[config.mk]
export PLATFORM = sky130hd
export DESIGN_NAME = mlnn_top
export DESIGN_NICKNAME = d
export VERILOG_FILES = /design/src/verilog/mlnn_pkg.sv /design/src/verilog/input_aggregator.sv /design/src/verilog/neuron.sv /design/src/verilog/neuron_layer.sv /design/src/verilog/output_aggregator.sv /design/src/verilog/layer_controller.sv /design/src/verilog/mlnn_top.sv
export SDC_FILE = /design/constraint.sdc
export NUM_CORES = 2
export LEC_CHECK = 0
export BUFFER_PORTS_ARGS = -buffer_cell sky130_fd_sc_hd__buf_2
export CAP_MARGIN = 20
export CORE_AREA = 5 5 298 300
export CTS_CLUSTER_SIZE = 10
export DETAILED_ROUTE_END_ITERATION = 10
export DIE_AREA = 0 0 303 305
export HOLD_SLACK_MARGIN = 0.08
export PLACE_DENSITY = 0.63
export REMOVE_ABC_BUFFERS = 1
export SYNTH_ARGS = -nofsm -noshare
export SYNTH_HDL_FRONTEND = slang
export SYNTH_SLANG_ARGS = --single-unit
[constraint.sdc]
create_clock -name clk -period 13.7 [get_ports clk]
set_input_delay 0.685 -clock clk [delete_from_list [all_inputs] [get_ports clk]]
set_output_delay 0.685 -clock clk [all_outputs]
set_load 0.05 [all_outputs]
[src/verilog/mlnn_pkg.sv]
//////////////////////////////////////////////////////////////////////
// shared sizes of the layer-multiplexed network
// per-layer neuron counts, fixed weight and bias tables
//////////////////////////////////////////////////////////////////////
`default_nettype none

package mlnn_pkg;

    // physical neurons, also the length of every input vector
    localparam int num_neuron  = 6;
    // logical layers run on the one physical layer
    localparam int layer_max   = 3;
    // holds 0 through layer_max
    localparam int layer_bits  = $clog2(layer_max + 1);
    // input index within a layer
    localparam int step_bits   = $clog2(num_neuron);

    localparam int input_size  = 9;
    localparam int weight_size = 8;
    localparam int acc_size    = 20;
    localparam int act_max     = (1 << input_size) - 1;

    // cycles from layer start to result valid
    localparam int layer_latency = num_neuron + 1;

    // neurons active per logical layer
    localparam int layer_width [layer_max] = '{6, 4, 3};

    //////////////////////////////////////////////////////////////////////
    // weights, indexed [layer][neuron][input]
    //////////////////////////////////////////////////////////////////////
    localparam logic signed [weight_size-1:0] weight_table
        [layer_max][num_neuron][num_neuron] = '{
        '{'{ 1,  2, -1,  0,  1, -2},
          '{-3,  1,  2,  1,  0,  1},
          '{ 2, -1,  1, -2,  3,  0},
          '{ 0,  1,  1,  1, -1, -1},
          '{ 1,  0, -2,  2,  1,  1},
          '{-1, -1,  0,  3,  2, -1}},
        // layer 1, neurons 4 and 5 unused
        '{'{ 1, -1,  0,  1,  0,  1},
          '{ 0,  1,  1, -1,  1,  0},
          '{-1,  0,  2,  0,  1, -1},
          '{ 1,  1, -1,  0, -1,  1},
          '{ 0,  0,  0,  0,  0,  0},
          '{ 0,  0,  0,  0,  0,  0}},
        // layer 2, only inputs 0 to 3 carry data
        '{'{ 2, -1,  1,  0,  0,  0},
          '{-1,  1,  0,  1,  0,  0},
          '{ 1,  1,  1, -2,  0,  0},
          '{ 0,  0,  0,  0,  0,  0},
          '{ 0,  0,  0,  0,  0,  0},
          '{ 0,  0,  0,  0,  0,  0}}
    };

    // biases, indexed [layer][neuron]
    localparam logic signed [weight_size-1:0] bias_table [layer_max][num_neuron] = '{
        '{10, -20,  5,   0, 15, -8},
        '{-5,  12,  3, -16,  0,  0},
        '{ 7,  -3,  0,   0,  0,  0}
    };

endpackage

`default_nettype wire

[src/verilog/input_aggregator.sv]
//////////////////////////////////////////////////////////////////////
// input aggregator
// captures the start vector, picks the layer inputs and active mask
// and fires the layer start strobe
//////////////////////////////////////////////////////////////////////
`timescale 1ns/1ps
`default_nettype none

module input_aggregator (
    input  logic                                                  clk,
    input  logic                                                  rst,
    input  logic                                                  start,
    input  logic [mlnn_pkg::num_neuron*mlnn_pkg::input_size-1:0] start_input,
    input  logic [mlnn_pkg::layer_bits-1:0]                       layer,
    input  logic                                                  busy,
    input  logic [mlnn_pkg::num_neuron*mlnn_pkg::input_size-1:0] layer_input,
    input  logic [mlnn_pkg::num_neuron-1:0]                       layer_input_valid,
    output logic [mlnn_pkg::num_neuron*mlnn_pkg::input_size-1:0] out_inputs,
    output logic [mlnn_pkg::num_neuron-1:0]                       active,
    output logic                                                  layer_start
);

    import mlnn_pkg::*;

    typedef enum logic {
        st_idle,
        st_wait
    } state_t;

    state_t state;

    // outside vector, held for the whole of layer 0
    logic [num_neuron*input_size-1:0] start_reg;

    // all neurons of the current layer have reported
    logic layer_done;

    //////////////////////////////////////////////////////////////////////
    // active mask from the layer width table
    //////////////////////////////////////////////////////////////////////
    always_comb begin
        active = '0;
        if (layer < layer_bits'(layer_max)) begin
            for (int i = 0; i < num_neuron; i++) begin
                active[i] = (i < layer_width[layer]);
            end
        end
    end

    assign layer_done = ((layer_input_valid & active) == active);

    // layer 0 reads the outside vector, later layers the feedback
    assign out_inputs = (layer == '0) ? start_reg : layer_input;

    //////////////////////////////////////////////////////////////////////
    // idle / wait fsm
    //////////////////////////////////////////////////////////////////////
    always_ff @(posedge clk) begin
        if (rst) begin
            state       <= st_idle;
            layer_start <= 1'b0;
        end else begin
            layer_start <= 1'b0;
            case (state)
                st_idle: begin
                    if (start && !busy) begin
                        state       <= st_wait;
                        layer_start <= 1'b1;
                    end
                end
                st_wait: begin
                    // last layer counted, busy already low
                    if (layer >= layer_bits'(layer_max)) begin
                        if (start && !busy) begin
                            // next run starts in the output strobe cycle
                            layer_start <= 1'b1;
                        end else begin
                            state <= st_idle;
                        end
                    end else if (!layer_start && layer_done) begin
                        // valid bits still set in the strobe cycle, hence the guard
                        layer_start <= 1'b1;
                    end
                end
                default: begin
                    state <= st_idle;
                end
            endcase
        end
    end

    // capture of the start vector, busy is low only between runs
    always_ff @(posedge clk) begin
        if (start && !busy) begin
            start_reg <= start_input;
        end
    end

endmodule

`default_nettype wire

[src/verilog/neuron.sv]
//////////////////////////////////////////////////////////////////////
// one serial multiply-accumulate neuron
// bias preload, relu and saturation at act_max
//////////////////////////////////////////////////////////////////////
`timescale 1ns/1ps
`default_nettype none

module neuron (
    input  logic                                     clk,
    input  logic                                     rst,
    input  logic                                     clear,
    input  logic                                     enable,
    input  logic        [mlnn_pkg::input_size-1:0]   x,
    input  logic signed [mlnn_pkg::weight_size-1:0]  w,
    input  logic signed [mlnn_pkg::weight_size-1:0]  bias,
    input  logic                                     finish,
    output logic        [mlnn_pkg::input_size-1:0]   y
);

    import mlnn_pkg::*;

    logic signed [acc_size-1:0] acc;
    logic signed [acc_size-1:0] product;
    logic signed [acc_size-1:0] acc_next;

    // activation is unsigned, zero extend before the signed multiply
    assign product  = $signed({1'b0, x}) * w;
    assign acc_next = enable ? acc + product : acc;

    // accumulator
    always_ff @(posedge clk) begin
        if (clear) begin
            // sign extended bias as the starting sum
            acc <= bias;
        end else if (enable) begin
            acc <= acc_next;
        end
    end

    //////////////////////////////////////////////////////////////////////
    // relu with saturation
    //////////////////////////////////////////////////////////////////////
    // finish comes with the last product, so the clamp sees acc_next
    always_ff @(posedge clk) begin
        if (rst) begin
            y <= '0;
        end else if (finish) begin
            if (acc_next < 0) begin
                y <= '0;
            end else if (acc_next > act_max) begin
                y <= input_size'(act_max);
            end else begin
                y <= acc_next[input_size-1:0];
            end
        end
    end

endmodule

`default_nettype wire

[src/verilog/neuron_layer.sv]
//////////////////////////////////////////////////////////////////////
// physical neuron layer
// input step sequencer, weight and bias lookup, neuron array
//////////////////////////////////////////////////////////////////////
`timescale 1ns/1ps
`default_nettype none

module neuron_layer (
    input  logic                                                  clk,
    input  logic                                                  rst,
    input  logic                                                  layer_start,
    input  logic [mlnn_pkg::layer_bits-1:0]                       layer,
    input  logic [mlnn_pkg::num_neuron-1:0]                       active,
    input  logic [mlnn_pkg::num_neuron*mlnn_pkg::input_size-1:0] inputs,
    output logic [mlnn_pkg::num_neuron*mlnn_pkg::input_size-1:0] result,
    output logic                                                  result_valid
);

    import mlnn_pkg::*;

    // sequencer state
    logic                  running;
    logic [step_bits-1:0]  step;
    logic                  last_step;

    // table row of the current layer, held in range once all layers are done
    logic [layer_bits-1:0] layer_sel;

    // input shared by all neurons this cycle
    logic [input_size-1:0] x_cur;

    assign layer_sel = (layer < layer_bits'(layer_max)) ? layer : '0;
    assign last_step = running && (step == step_bits'(num_neuron - 1));
    assign x_cur     = inputs[step*input_size +: input_size];

    //////////////////////////////////////////////////////////////////////
    // step counter
    //////////////////////////////////////////////////////////////////////
    // input k is on the lanes in cycle t+1+k
    always_ff @(posedge clk) begin
        if (rst) begin
            running      <= 1'b0;
            step         <= '0;
            result_valid <= 1'b0;
        end else begin
            result_valid <= last_step;
            if (layer_start) begin
                running <= 1'b1;
                step    <= '0;
            end else if (last_step) begin
                running <= 1'b0;
                step    <= '0;
            end else if (running) begin
                step <= step + 1'b1;
            end
        end
    end

    //////////////////////////////////////////////////////////////////////
    // neuron array
    //////////////////////////////////////////////////////////////////////
    for (genvar n = 0; n < num_neuron; n++) begin : g_lane
        logic [input_size-1:0] y;

        neuron u_neuron (
            .clk    (clk),
            .rst    (rst),
            .clear  (layer_start),
            .enable (running),
            .x      (x_cur),
            .w      (weight_table[layer_sel][n][step]),
            .bias   (bias_table[layer_sel][n]),
            .finish (last_step),
            .y      (y)
        );

        // unused neurons of this layer report zero
        assign result[n*input_size +: input_size] = active[n] ? y : '0;
    end

endmodule

`default_nettype wire

[src/verilog/output_aggregator.sv]
//////////////////////////////////////////////////////////////////////
// output aggregator
// holds the latest layer results and their valid bits for feedback
//////////////////////////////////////////////////////////////////////
`timescale 1ns/1ps
`default_nettype none

module output_aggregator (
    input  logic                                                  clk,
    input  logic                                                  rst,
    input  logic                                                  layer_start,
    input  logic [mlnn_pkg::num_neuron*mlnn_pkg::input_size-1:0] result,
    input  logic                                                  result_valid,
    input  logic [mlnn_pkg::num_neuron-1:0]                       active,
    output logic [mlnn_pkg::num_neuron*mlnn_pkg::input_size-1:0] layer_input,
    output logic [mlnn_pkg::num_neuron-1:0]                       layer_input_valid
);

    import mlnn_pkg::*;

    logic [num_neuron-1:0] valid_bits;

    // per-neuron valid bits
    always_ff @(posedge clk) begin
        if (rst) begin
            valid_bits <= '0;
        end else if (layer_start) begin
            // new layer under way, old results no longer count
            valid_bits <= '0;
        end else if (result_valid) begin
            valid_bits <= valid_bits | active;
        end
    end

    // result register, next layer's input
    always_ff @(posedge clk) begin
        if (result_valid) begin
            layer_input <= result;
        end
    end

    assign layer_input_valid = valid_bits;

endmodule

`default_nettype wire

[src/verilog/layer_controller.sv]
//////////////////////////////////////////////////////////////////////
// layer controller
// completed layer count, busy flag and the final output strobe
//////////////////////////////////////////////////////////////////////
`timescale 1ns/1ps
`default_nettype none

module layer_controller (
    input  logic                                                  clk,
    input  logic                                                  rst,
    input  logic                                                  start,
    input  logic                                                  result_valid,
    input  logic [mlnn_pkg::num_neuron*mlnn_pkg::input_size-1:0] result,
    output logic [mlnn_pkg::layer_bits-1:0]                       layer,
    output logic                                                  busy,
    output logic                                                  out_valid,
    output logic [mlnn_pkg::num_neuron*mlnn_pkg::input_size-1:0] out_activations
);

    import mlnn_pkg::*;

    // result of the last logical layer arriving now
    logic final_result;

    assign final_result = busy && result_valid &&
                          (layer == layer_bits'(layer_max - 1));

    //////////////////////////////////////////////////////////////////////
    // layer count and busy
    //////////////////////////////////////////////////////////////////////
    always_ff @(posedge clk) begin
        if (rst) begin
            layer     <= '0;
            busy      <= 1'b0;
            out_valid <= 1'b0;
        end else begin
            out_valid <= 1'b0;
            if (start && !busy) begin
                // new run, layer 0 again
                busy  <= 1'b1;
                layer <= '0;
            end else if (busy && result_valid) begin
                layer <= layer + 1'b1;
                if (final_result) begin
                    out_valid <= 1'b1;
                    busy      <= 1'b0;
                end
            end
        end
    end

    // output activations, valid alongside out_valid
    always_ff @(posedge clk) begin
        if (final_result) begin
            out_activations <= result;
        end
    end

endmodule

`default_nettype wire

[src/verilog/mlnn_top.sv]
//////////////////////////////////////////////////////////////////////
// top level of the layer-multiplexed network
// input aggregator, neuron layer, output aggregator, layer controller
//////////////////////////////////////////////////////////////////////
`timescale 1ns/1ps
`default_nettype none

module mlnn_top (
    input  logic                                                  clk,
    input  logic                                                  rst,
    input  logic                                                  start,
    input  logic [mlnn_pkg::num_neuron*mlnn_pkg::input_size-1:0] start_input,
    output logic                                                  busy,
    output logic                                                  out_valid,
    output logic [mlnn_pkg::num_neuron*mlnn_pkg::input_size-1:0] out_activations
);

    import mlnn_pkg::*;

    // aggregator to layer
    logic [num_neuron*input_size-1:0] layer_inputs;
    logic [num_neuron-1:0]            active;
    logic                             layer_start;

    // layer results
    logic [num_neuron*input_size-1:0] result;
    logic                             result_valid;

    // feedback path
    logic [num_neuron*input_size-1:0] layer_input;
    logic [num_neuron-1:0]            layer_input_valid;

    // completed layer count
    logic [layer_bits-1:0]            layer;

    input_aggregator u_input_aggregator (
        .clk               (clk),
        .rst               (rst),
        .start             (start),
        .start_input       (start_input),
        .layer             (layer),
        .busy              (busy),
        .layer_input       (layer_input),
        .layer_input_valid (layer_input_valid),
        .out_inputs        (layer_inputs),
        .active            (active),
        .layer_start       (layer_start)
    );

    neuron_layer u_neuron_layer (
        .clk          (clk),
        .rst          (rst),
        .layer_start  (layer_start),
        .layer        (layer),
        .active       (active),
        .inputs       (layer_inputs),
        .result       (result),
        .result_valid (result_valid)
    );

    output_aggregator u_output_aggregator (
        .clk               (clk),
        .rst               (rst),
        .layer_start       (layer_start),
        .result            (result),
        .result_valid      (result_valid),
        .active            (active),
        .layer_input       (layer_input),
        .layer_input_valid (layer_input_valid)
    );

    layer_controller u_layer_controller (
        .clk             (clk),
        .rst             (rst),
        .start           (start),
        .result_valid    (result_valid),
        .result          (result),
        .layer           (layer),
        .busy            (busy),
        .out_valid       (out_valid),
        .out_activations (out_activations)
    );

endmodule

`default_nettype wire

Word-level counts from Yosys, hierarchy flattened --
Index checks and enable logic that the tools add are counted.
Storage, ports and cells: register bits after elaboration 353, output and inout port bits 56
Operators by class: add/subtract/negate cells 8, $mul 7, magnitude comparators 23, equality and inequality tests 3, shifts and indexed selects 1, mux-type cells 78, bitwise gates (word level) 7, reduce and logical (&&, ||, !) cells 17
Operators by type and width (number):
- binary-select mux 288 bit (select 2 bit) | 1
- two-way mux 288 bit | 2
- two-way mux 20 bit | 18
- two-way mux 9 bit | 18
- binary-select mux 8 bit (select 3 bit) | 6
- adder 20 bit | 6
- > comparator 20 x 10 -> 1 bit, second input constant | 6
- less-than comparator 20 x 1 -> 1 bit, second input constant | 6
- multiplier 10 x 8 -> 18 bit | 6
- binary-select mux 48 bit (select 2 bit) | 1
- two-way mux 48 bit | 2
- two-way mux 8 bit | 12
- binary-select mux 32 bit (select 2 bit) | 1
- less-than comparator 3 x 32 -> 1 bit, first input constant | 2
- less-than comparator 4 x 32 -> 1 bit, first input constant | 2
- two-way mux 32 bit | 2
- two-way mux 54 bit | 1
- indexed part select 54 x 8 -> 9 bit | 1
- less-than comparator 1 x 32 -> 1 bit, first input constant | 1
- less-than comparator 2 x 32 -> 1 bit, first input constant | 1
- two-way mux 1 bit | 10
- nonzero test 2 bit | 4
- multiplier 3 x 4 -> 7 bit, second input constant | 1
- bitwise AND 6 bit | 1
- 22 further kinds | 33

Longest topological paths before layout --
depth after elaboration 15, mapped depth 43, mapped depth without buffers 40

Hierarchy --
Synthesis repeated with hierarchy kept, for this count alone.
Second synthesis, totals: cells, all modules 3828, area total of the unflattened synthesis 37189.4 um^2
Modules (own cells, without submodules):
- neuron (u_neuron_layer.g_lane[1].u_neuron) | instances 1, cells an instance 569, area each 5039.8 um^2, seq. area each 780.7 um^2
- neuron (u_neuron_layer.g_lane[0].u_neuron) | instances 1, cells an instance 570, area each 4946.0 um^2, seq. area each 780.7 um^2
- neuron (u_neuron_layer.g_lane[3].u_neuron) | instances 1, cells an instance 554, area each 4894.7 um^2, seq. area each 780.7 um^2
- neuron (u_neuron_layer.g_lane[2].u_neuron) | instances 1, cells an instance 555, area each 4890.9 um^2, seq. area each 780.7 um^2
- neuron (u_neuron_layer.g_lane[5].u_neuron) | instances 1, cells an instance 546, area each 4857.2 um^2, seq. area each 780.7 um^2
- neuron (u_neuron_layer.g_lane[4].u_neuron) | instances 1, cells an instance 545, area each 4834.6 um^2, seq. area each 780.7 um^2
- input_aggregator | instances 1, cells an instance 132, area each 2588.7 um^2, seq. area each 1661.6 um^2
- output_aggregator | instances 1, cells an instance 74, area each 1811.7 um^2, seq. area each 1741.7 um^2
- layer_controller | instances 1, cells an instance 72, area each 1794.2 um^2, seq. area each 1701.6 um^2
- neuron_layer | instances 1, cells an instance 211, area each 1531.5 um^2, seq. area each 100.1 um^2

Worst setup path after synthesis --
OpenSTA, ideal clock, no wires.
path kind reg2reg, start point reg u_layer_controller.layer[0] (netlist bit), end point reg u_neuron_layer.g_lane[0].u_neuron.y[4] (netlist bit), library setup time 0.130 ns, data arrival time 9.038 ns, required time 13.570 ns, path slack 4.531 ns, stages on the path, launching flop included 40, cells stage by stage dfxtp_1 -> inv_1 -> ha_1 -> clkbuf_1 -> buf_2 -> clkbuf_1 -> mux2i_1 -> o22ai_1 -> a221oi_2 -> xnor2_1 -> nor2_1 -> ha_1 -> a21o_1 -> fa_1 -> inv_1 -> fa_1 -> fa_1 -> inv_1 -> [... 4 more ...] -> a21oi_1 -> nor2b_1 -> o21a_1 -> o21a_1 -> o21a_1 -> o41ai_1 -> xnor2_1 -> ha_1 -> nand4_1 -> nor2_1 -> and3_1 -> or4_1 -> a31oi_1 -> nand4bb_1 -> or4_4 -> buf_6 -> a211oi_2 -> nor3_1
Between the ends: cells in the longest elaborated chain, start to end 15, elaborated cells between the ends (all ways) 19, those cells by class add/sub (1); mul (1); order compare (3); shift (1); mux (11); bitwise (1); reduce/logical (1)
RTL lines:
- start: declaration | RTL line layer_controller.sv:14 | output logic [mlnn_pkg::layer_bits-1:0] layer,
- start signal: assignment | RTL line layer_controller.sv:43 | layer <= layer + 1'b1;
- less-than comparator 2 bit | RTL line neuron_layer.sv:32 | assign layer_sel = (layer < layer_bits'(layer_max)) ? layer : '0;
- two-way mux 2 bit | RTL line neuron_layer.sv:32
- inverter 2 -> 3 bit (implied by the code) | RTL line neuron_layer.sv:71 | .w (weight_table[layer_sel][n][step]),
- binary-select mux 288 bit (select 2 bit) | RTL line neuron_layer.sv:71
- two-way mux 288 bit (2 in series)
- binary-select mux 8 bit (select 3 bit) | RTL line neuron_layer.sv:71
- two-way mux 8 bit (implied by the code) (2 in series) | RTL line neuron_layer.sv:71
- multiplier 10 x 8 -> 18 bit (*) | RTL line neuron.sv:27 | assign product = $signed({1'b0, x}) * w;
- adder 20 bit (*) | RTL line neuron.sv:28 | assign acc_next = enable ? acc + product : acc;
- two-way mux 20 bit (*) | RTL line neuron.sv:28
- > comparator 20 x 10 -> 1 bit | RTL line neuron.sv:50 | end else if (acc_next > act_max) begin
- two-way mux 9 bit | RTL line neuron.sv:50
- two-way mux 9 bit (*) | RTL line neuron.sv:48 | if (acc_next < 0) begin
- end signal: assignment | RTL line neuron.sv:51 | y <= input_size'(act_max);
- end signal: assignment | RTL line neuron.sv:53 | y <= acc_next[input_size-1:0];
- end: declaration | RTL line neuron.sv:17 | output logic [mlnn_pkg::input_size-1:0] y
Mark *: on every way between the ends. The rest lies on a longest branch, timed or not. The select of a mux whose other input is x is not followed. A chain may end at the register's enable or synchronous reset.

Final worst setup path --
start point reg u_layer_controller.layer[1] (netlist bit), end point reg u_neuron_layer.g_lane[0].u_neuron.y[6] (netlist bit)
Same word-level chain as after synthesis.

==> impl_metrics.csv <==
group,metric,value,unit
route,drc,0,
critical_path,most_frequent_cp_cell,"sky130_fd_sc_hd__inv_1",
cts,worst_skew_pair.late_latency,0.60,ns
global_routing,grt_use_total,0.190,
placement,hpwl,67800,um
sta,timing.final.crit_share,0.819,
cts,clk_pin_slew,0.06,ns
sta,post-route-min-period,11.22,ns
layout,flow.area_growth_from_synthesis,9.82,%
sta,tns,0,ns
cts,cts_sinks,353,
placement,gp_routability_congestion,0.891,
yosys,synthesis.yosys.warnings,0,
route,detailedRoute.firstIterationViolations,2049,
route,routed_wl,89700,um
yosys,synth_edf_count,282,
placement,placement.io_buffers,112,
sta,setup_viol_count_final,0,
route,via_count,25855,
cts,max_h_tree_level,2,
critical_path,maximum_net_fanout_on_the_critical_path,16,
global_routing,grt_max_degree,62,
cts,post_cts_buffers,0,
yosys,synth_adder_area_share,0.294,
floorplanning,rows,108,
floorplanning,floorplan.io_pins,113,
sta,timing_hold_violations_final,0,
critical_path,worst-endpoint-arrival,11.67,ns
floorplanning,full_die_area,92400,um2
sta,final.setup_skew,0.0328,ns
critical_path,critical_path_class,"reg2reg",
route,drt-wirelength-per-cell,18.7,um
layout,fin_nets,4309,
layout,final_core_utilization,0.434,
yosys,synth_async_sr_flop_share,0,
sta,report.final.slew_viol_count,0,
hold_path,worstHoldPathType,"in2reg",
yosys,distinct_cell_type_count_after_synthesis,89,
critical_path,worst-path-stages,39,
yosys,mappedNetlistArea,34000,um2
sta,unrepaired_setup_endpoints_after_global_routing,"false",
critical_path,cp.buffers_inverters,7,
cts,cts_max_path_buffers,3,
layout,largest-register,"u_neuron_layer.g_lane.u_neuron.acc",
cts,cts_resized,0,
cts,cts_hold_buffers,0,
layout,largest_register_ff_count,120,
yosys,synth_seq_cells,353,
route,ant_nets,0,
floorplanning,die_width,303,um
sta,max_slew_headroom_at_the_worst_pin,0.217,
yosys,synth.avg_cell_area,9.64,um2
critical_path,worst_setup_path_start_kind,"flip-flop",
cts,cts-root-buf,"sky130_fd_sc_hd__clkbuf_16",
yosys,instance_count_of_the_mapped_netlist,3523,
critical_path,r2r_cells,39,
yosys,synth_top_area_frac,0.249,
critical_path,worstPathRequired,14.15,ns
global_routing,antenna_found_initial,7,
layout,mostFrequentLayoutCells,"sky130_fd_sc_hd__inv_1, sky130_fd_sc_hd__ha_1, sky130_fd_sc_hd__nor2_1, sky130_fd_sc_hd__edfxtp_1, sky130_fd_sc_hd__fa_1",
sta,maxClockFrequency,89.1,MHz
cts,cts-buffers-inserted,46,
route,via_per_inst,5.39,
sta,worst_pin_slew,1.17,ns
yosys,synth_simple_gate_area_frac,0.128,
critical_path,end_kind,"flip-flop",
floorplanning,initial_core_util,0.395,
layout,drive_gt1_frac,0.0809,
route,first_pass_iters,5,
critical_path,critPathMaxStageDelay,0.85,ns
yosys,synthXorXnorAreaFrac,0.0386,
cts,tritoncts,"yes",
critical_path,cell_class_contributing_the_biggest_share_of_worst_path_delay,"simple AND/OR/NAND/NOR gates",
hold_path,worstHoldPathCells,1,
layout,mostFrequentLayoutCell,"sky130_fd_sc_hd__inv_1",
floorplanning,design.core.area,85900,um2
yosys,synth_top_family_by_area,"adder cells",
floorplanning,die_h,305,um
yosys,synth-compound-area-share,0.148,
yosys,synth.yosys.seq_area_share,0.291,
global_routing,global_route.overflow_total,0,
yosys,post_synth_mux_area_share,0.0326,
yosys,post-synth-top-area-cell,"sky130_fd_sc_hd__edfxtp_1",
global_routing,number_of_global_route_vias_before_repair,25102,
critical_path,worst_path_max_delay_cell,"sky130_fd_sc_hd__nor2_1",
outcome,result_of_the_run,"finished, final reports clean",
yosys,synth.area.top_cells,"sky130_fd_sc_hd__edfxtp_1, sky130_fd_sc_hd__ha_1, sky130_fd_sc_hd__fa_1",
yosys,ys.flop_type,"sky130_fd_sc_hd__edfxtp_1",
global_routing,global_route_wire_length_before_repair,140000,um
flow_run,max_cap_viol_count,0,
[cells by family (layout without fill, tap and decap cells)]
| group | Yosys count | after routing |
|---|---|---|
| adder cells (fa/ha/maj) | 653 | 653 |
| multiplexers | 82 | 82 |
| AO/OA/AOI/OAI | 748 | 748 |
| other | 0 | 7 |
| AND/OR/NAND/NOR | 936 | 936 |
| XOR/XNOR | 148 | 148 |
| buffers and inverters | 603 | 715 |
| flip-flops | 353 | 353 |
[metrics by stage]
step / worst slack (ns) / hold slack (ns) / instance area (um2) / std cells
6_report: 2.48 / 0.263 / 37300 / 4797
5_1_grt: 1.65 / 0.235 / 37300 / 4791
4_1_cts: 2.51 / 0.230 / 37300 / 4789
3_5_place_dp: 2.55 / 0.433 / 35800 / 4705
3_3_place_gp: 2.80 / 0.428 / 35800 / 4705
2_1_floorplan: 3.04 / 0.418 / 33500 / 3409
[synthesized netlist by cell type, types with 11 or more instances]
cell,instances
sky130_fd_sc_hd__a22o_1,19
sky130_fd_sc_hd__o2111ai_1,11
sky130_fd_sc_hd__or3_1,12
sky130_fd_sc_hd__nand2b_1,34
sky130_fd_sc_hd__a211oi_1,39
sky130_fd_sc_hd__o21ai_0,105
sky130_fd_sc_hd__mux2_2,14
sky130_fd_sc_hd__edfxtp_1,282
sky130_fd_sc_hd__o21bai_1,28
sky130_fd_sc_hd__inv_1,481
sky130_fd_sc_hd__mux4_2,21
sky130_fd_sc_hd__a21oi_1,211
sky130_fd_sc_hd__dfxtp_1,71
sky130_fd_sc_hd__nand2_1,181
sky130_fd_sc_hd__a31oi_1,31
sky130_fd_sc_hd__fa_1,240
sky130_fd_sc_hd__and2_1,46
sky130_fd_sc_hd__and3_1,24
sky130_fd_sc_hd__o21a_1,51
sky130_fd_sc_hd__o31ai_1,14
sky130_fd_sc_hd__a21o_1,76
sky130_fd_sc_hd__nor2b_1,76
sky130_fd_sc_hd__nor2_1,408
sky130_fd_sc_hd__buf_1,16
sky130_fd_sc_hd__nand3_1,32
sky130_fd_sc_hd__xnor2_1,103
sky130_fd_sc_hd__o211ai_1,14
sky130_fd_sc_hd__a221oi_1,13
sky130_fd_sc_hd__or2_2,13
sky130_fd_sc_hd__mux2i_1,46
sky130_fd_sc_hd__nor3_1,63
sky130_fd_sc_hd__ha_1,413
sky130_fd_sc_hd__xor2_1,44
sky130_fd_sc_hd__clkbuf_1,88
[layout make-up]
class | count | area [um2]
antenna | 7 | 17.5
clock buffer | 71 | 1280
clock inverter | 13 | 178
fill | 8281 | 48700
inverter | 489 | 1840
multi-input combinational | 2567 | 21900
sequential | 353 | 9900
tap | 1155 | 1450
timing repair buffer | 142 | 786
[worst paths after layout]
check                                                                          from  slack, ns                                                   to
worst max-delay path                       u_layer_controller.layer[1]$_SDFFE_PP0P_       2.48  u_neuron_layer.g_lane[0].u_neuron.y[6]$_SDFFE_PP0P_
worst min-delay path                                                start_input[19]       0.26           u_input_aggregator.start_reg[19]$_DFFE_PP_
worst max register to register             u_layer_controller.layer[1]$_SDFFE_PP0P_       2.48  u_neuron_layer.g_lane[0].u_neuron.y[6]$_SDFFE_PP0P_
worst min register to register  u_neuron_layer.g_lane[2].u_neuron.y[0]$_SDFFE_PP0P_       0.44  u_neuron_layer.g_lane[2].u_neuron.y[0]$_SDFFE_PP0P_
[per-layer routing]
metal | global-route usage | share of wire | routed length, um
met1 | 0.270 | 0.45 | 40700
met2 | 0.288 | 0.43 | 38600
met3 | 0.0451 | 0.083 | 7420
met4 | 0.0598 | 0.033 | 3000
met5 | 0 | 0.00021 | 19
[worst register-to-register path: cells and delay by family (launching register included)]
kind,cells,cell delay [ns]
and+or+nand+nor,13,4.01
AOI/OAI and AO/OA,10,1.99
DFF,1,0.47
buffers and inverters,7,1.49
adders and majority gates,8,2.88
xor gates and xnor gates,1,0.21
Power is left out: the tool's default activity adds up to more than one toggle a clock period on the data nets, which glitch-free logic cannot reach.
